$ cat src/verilog/pipe_pkg.sv
`default_nettype none

package pipe_pkg;

    // register data and immediates
    localparam int data_width = 16;
    // enough for eight architectural registers
    localparam int reg_num_width = 3;

    typedef enum logic [2:0]
    {
        op_add = 3'd0,
        op_sub = 3'd1,
        op_and = 3'd2,
        op_or  = 3'd3,
        op_xor = 3'd4,
        // shift amount from low four bits of source two
        op_shl = 3'd5,
        op_shr = 3'd6,
        op_li  = 3'd7
    } op_t;

    // decode to execute, 60 bits
    typedef struct packed
    {
        op_t                      op;
        logic [reg_num_width-1:0] dst_num;
        logic [reg_num_width-1:0] src_1_num;
        logic [data_width-1:0]    src_1_value;
        logic [reg_num_width-1:0] src_2_num;
        logic [data_width-1:0]    src_2_value;
        logic [data_width-1:0]    imm;
    } de_payload_t;

    // execute to writeback, 19 bits
    typedef struct packed
    {
        logic [reg_num_width-1:0] dst_num;
        logic [data_width-1:0]    result;
    } ew_payload_t;

endpackage

`default_nettype wire
$ cat src/verilog/register_file.sv
`timescale 1ns/10ps
`default_nettype none

module register_file
#(
    parameter int num_regs = 8
)
(
    input  logic                               clk,
    input  logic                               reset,
    input  logic [pipe_pkg::reg_num_width-1:0] rd_num_1,
    input  logic [pipe_pkg::reg_num_width-1:0] rd_num_2,
    output logic [pipe_pkg::data_width-1:0]    rd_value_1,
    output logic [pipe_pkg::data_width-1:0]    rd_value_2,
    input  logic                               wr_en,
    input  logic [pipe_pkg::reg_num_width-1:0] wr_num,
    input  logic [pipe_pkg::data_width-1:0]    wr_value
);

    logic [pipe_pkg::data_width-1:0] regs [num_regs];

    always_ff @(posedge clk)
    begin
        if (!reset)
        begin
            for (int i = 0; i < num_regs; i++)
                regs[i] <= '0;
        end
        else if (wr_en)
        begin
            regs[wr_num] <= wr_value;
        end
    end

    // write-through, a result retiring this cycle is visible to decode
    always_comb
    begin
        rd_value_1 = regs[rd_num_1];
        if (wr_en && wr_num == rd_num_1)
            rd_value_1 = wr_value;
        rd_value_2 = regs[rd_num_2];
        if (wr_en && wr_num == rd_num_2)
            rd_value_2 = wr_value;
    end

    wr_num_in_range: assert property (@(posedge clk) disable iff (!reset)
        wr_en |-> wr_num < num_regs)
        else $error("register write to %0d, only %0d registers", wr_num, num_regs);

endmodule

`default_nettype wire

$ cat config.mk
export PLATFORM = sky130hd
export DESIGN_NAME = register_file
export DESIGN_NICKNAME = d
export VERILOG_FILES = /design/src/verilog/pipe_pkg.sv /design/src/verilog/register_file.sv
export SDC_FILE = /design/constraint.sdc
export NUM_CORES = 1
export LEC_CHECK = 0
export BUFFER_PORTS_ARGS = -buffer_cell sky130_fd_sc_hd__buf_2
export CAP_MARGIN = 10
export CORE_ASPECT_RATIO = 1.1
export CORE_MARGIN = 4
export CORE_UTILIZATION = 38
export DETAILED_ROUTE_END_ITERATION = 6
export MAX_ROUTING_LAYER = met4
export SETUP_SLACK_MARGIN = 0.3
export SYNTH_ARGS = -nofsm -noshare
export SYNTH_HDL_FRONTEND = slang
export SYNTH_SLANG_ARGS = --single-unit
$ cat constraint.sdc
create_clock -name clk -period 4 [get_ports clk]
set_input_delay 0.6 -clock clk [delete_from_list [all_inputs] [get_ports clk]]
set_output_delay 0.6 -clock clk [all_outputs]
set_load 0.005 [all_outputs]
Word-level counts from Yosys, hierarchy flattened
Memory sizes are Yosys's and may differ from the RTL's.
Cells that the tools add are included.
{"block": "word_totals", "mem_bits_ro": 0, "wordCells": 15, "reg_bits": 0, "ramBits": 128, "latch_bits": 0, "n_memories": 1, "output_inout_bits": 32, "inputBits": 28}
{"block": "op_classes", "reduce_logical": 3, "magnitude_cmp": 0, "eq_ne": 2, "addsub": 0, "shifts": 0, "n_bitwise": 0, "multipliers": 0, "n_mux": 9, "n_div": 0}
{"memory": "regs", "words": 8, "word_bits": 16, "read_ports": 2, "rd_ports_with_merged_regs": 0, "write_ports": 8, "line_no": "register_file.sv:20", "source": "logic [pipe_pkg::data_width-1:0] regs [num_regs];"}
{"operator": "$mux 16", "n": 3}
{"operator": "$reduce_or 16->1", "n": 1}
{"operator": "$eq 3x3->1", "n": 2}
{"operator": "$mux 1", "n": 5}
{"operator": "$mux 3", "n": 1}
{"operator": "$logic_and 1x1->1", "n": 2}

Longest topological paths before layout
{"block": "logic_depth", "depth_word": 5, "depth_mapped": 6}

Least setup slack after synthesis
Ideal clock, no wire load.
{"block": "synth_path", "path_type": "in2reg", "from": "input wr_num[1] in the netlist's numbering", "to": "memory regs[1][0] in the netlist's numbering, enable pin", "path_buffers": 1, "t_required_ns": 3.589, "cell_stages": 3, "t_arrival_ns": 2.164, "setup_ns": 0.411, "slack_ns": 1.425, "path_cell_list": "clkbuf_1 > nand2b_1 > o21ai_0"}
{"element": "start, declared", "line_no": "register_file.sv:16", "source": "input logic [pipe_pkg::reg_num_width-1:0] wr_num,"}
{"element": "end, declared", "line_no": "register_file.sv:20"}

Worst setup path after layout
{"block": "layout_path", "from": "input rd_num_2[0] in the netlist's numbering", "to": "output rd_value_2[3] in the netlist's numbering"}
{"block": "layout_via", "elab_chain_len": 3, "word_cells_on_any_way": 4, "cone_classes": "eq/ne (1); mux (1); reduce/logical (1); memory (1)"}
{"element": "start, declared", "line_no": "register_file.sv:12", "source": "input logic [pipe_pkg::reg_num_width-1:0] rd_num_2,"}
{"element": "branches (longest 2 deep; another with $mem_v2 8x16)"}
{"element": "$mux 16 *", "line_no": "register_file.sv:42", "source": "if (wr_en && wr_num == rd_num_2)"}
{"element": "end, declared", "line_no": "register_file.sv:14", "source": "output logic [pipe_pkg::data_width-1:0] rd_value_2,"}
Mark *: on every way between the ends.

==> flow_metrics.env <==
export IMPL_status="finished clean"
export IMPL_critPathMaxStageDelay_ps=580
export IMPL_core_area_um2=19200
export IMPL_grt_remaining_overflow=0
export IMPL_first_pass_iters=4
export IMPL_crit_fanout=20
export IMPL_setup_tns_ps=0
export IMPL_fmax_mhz=319
export IMPL_regMostFlops="regs"
export IMPL_std_cell_rows=53
export IMPL_worst_ep_arrival_time_ps=2540
export IMPL_crit_slowest_cell="mux4_1"
export IMPL_dp_final_hpwl_um=11200
export IMPL_fin_area_um2=8570
export IMPL_path_cells="buf_2 -> buf_12 -> mux4_1 -> mux2_2 -> mux2_2 -> buf_2"
export IMPL_synthToLayoutAreaGrowth_pct=15.1
export IMPL_rsz0062_at_grt="no"
export IMPL_maxCapViolCount=0
export IMPL_critPathLaunchType="input port"
export IMPL_grt_pass1_vias=4671
export IMPL_p_leak_nw=3.23
export IMPL_synth_area_leaders="edfxtp_1 52%, mux4_1 21%, and2_1 11%, mux2_2 8.0%, mux2_4 2.2%"
export IMPL_finalCritPeriodShare_pct=78.4
export IMPL_layout_setup_ws_ps=864
export IMPL_clk_pin_slew_ps=60
export IMPL_cts_setup_buffers=0
export IMPL_setup_viol=0
export IMPL_largest_reg_flops=128
export IMPL_yosys_warnings=0
export IMPL_die_w_um=141
export IMPL_hp_class="input port to register"
export IMPL_ctsResizeCount=0
export IMPL_htree_levels=4
export IMPL_drive_gt1_share_pct=34.0
export IMPL_io_pins=60
export IMPL_power_total_mw=3.47
export IMPL_cts_buffers=17
export IMPL_clockBufferDepth=2
export IMPL_period_needed_ps=3140
export IMPL_wl_per_cell_um=24.4
export IMPL_grt_max_degree=34
export IMPL_utilization_pct=44.7
export IMPL_final_nets=538
export IMPL_top_regs="regs: 128 flops"
export IMPL_place_gp_congestion=0.741
export IMPL_synth_seq_cells=128
export IMPL_crit_path_end_kind="output pin"
export IMPL_synth_cell_type_count=20
export IMPL_synth_top_area_cell="edfxtp_1"
export IMPL_vias=4297
export IMPL_slew_violations=0
export IMPL_seq_area_frac_synth_pct=51.7
export IMPL_synth_fp_nets=474
export IMPL_antenna_left=0
export IMPL_synth_top_area_share_pct=51.7
export IMPL_slew_limit_headroom_pct=27.6
export IMPL_avgSynthCellArea_um2=16.7
export IMPL_cts_tree="done"
export IMPL_postCtsHoldBufs=0
export IMPL_final_cell_mix="128 x and2_1, 128 x edfxtp_1, 60 x mux4_1"
export IMPL_track_usage_pct=18.2
export IMPL_die_area_um2=21900
export IMPL_drc_errors=0
export IMPL_irDropWorstVdd_uv=248
export IMPL_preCtsSetupSlack_ps=836
export IMPL_syn_inst=446
export IMPL_portBuffers=59
export IMPL_initialDrtViolationCount=325
export IMPL_dpl_cell_area_um2=8030
export IMPL_cp_required_ps=3400
export IMPL_start_util_pct=38.8
export IMPL_crit_type="input port to output pin"
export IMPL_die_height_um=155
export IMPL_vias_per_cell=5.57
export IMPL_finalHoldViolations=0
export IMPL_root_buffer="clkbuf_16"
export IMPL_worst_pin_slew_ps=1080
export IMPL_clock_sinks=128
export IMPL_grt_antenna_before_repair=0
export IMPL_grt_pass1_wl_um=28200
export IMPL_p_per_area_nw_per_um2=405
export IMPL_wirelength_um=18800
export IMPL_syn_area_um2=7440
[worst paths after layout]
kind / startpoint / end / slack [ps] / cells past startpoint
hold / removal: wr_value[3] / regs[0][3]$_SDFFCE_PN0P_ / 580 / 2
setup / recovery: rd_num_2[0] / rd_value_2[3] / 860 / 6
[cells by family after synthesis]
group                  count (synthesis)  synth area share (%)
AND/OR/NAND/NOR                      145                  11.9
multiplexers                         128                  32.6
flip-flops                           128                  51.7
buffers and inverters                 33                  2.67
AO/OA/AOI/OAI                          6                 0.404
XOR/XNOR                               6                 0.706
[through the flow]
| step | std cells | hold slack, ps |
|---|---|---|
| floorplan | 446 | 798 |
| global placement | 738 | 995 |
| detailed placement | 738 | 1010 |
| CTS | 770 | 573 |
| global route | 770 | 586 |
| finish | 771 | 582 |
[synthesized netlist by cell type (all sizes together)]
master / count
clkbuf: 21
and2: 128
nor2: 6
nand4: 2
nand3b: 1
nand2: 1
nor3: 2
o21ai: 6
xnor2: 6
mux4: 64
buf: 12
mux2: 64
edfxtp: 128
nand2b: 4
nand3: 1
[power breakdown]
group,total (mW),internal [mW],switching (mW),leakage (nW)
clock network,1.39,0.848,0.545,0.258
logic,0.474,0.259,0.215,1.75
registers,1.60,1.56,0.0372,1.23
total,3.47,2.67,0.797,3.23
[cell type report]
class | instances | area, um^2
fillers | 1654 | 10600
clock inverters | 11 | 91.3
well taps | 247 | 309
diodes | 1 | 2.50
multi-input cells | 285 | 3420
repair buffers | 78 | 463
flip-flops and latches | 128 | 3840
clock buffers | 21 | 440
[metal layers]
layer  global-route usage, %  share of wire [%]
met3                    2.91                4.7
met4                    7.04                2.7
met5                       -                  0
met2                    31.0                 53
met1                    21.6                 40
[critical path: cells and delay by family]
family,cells,cell delay [ps]
buffers and inverters,3,780
multiplexers,3,1130
Power figures use the tool's default switching activity.
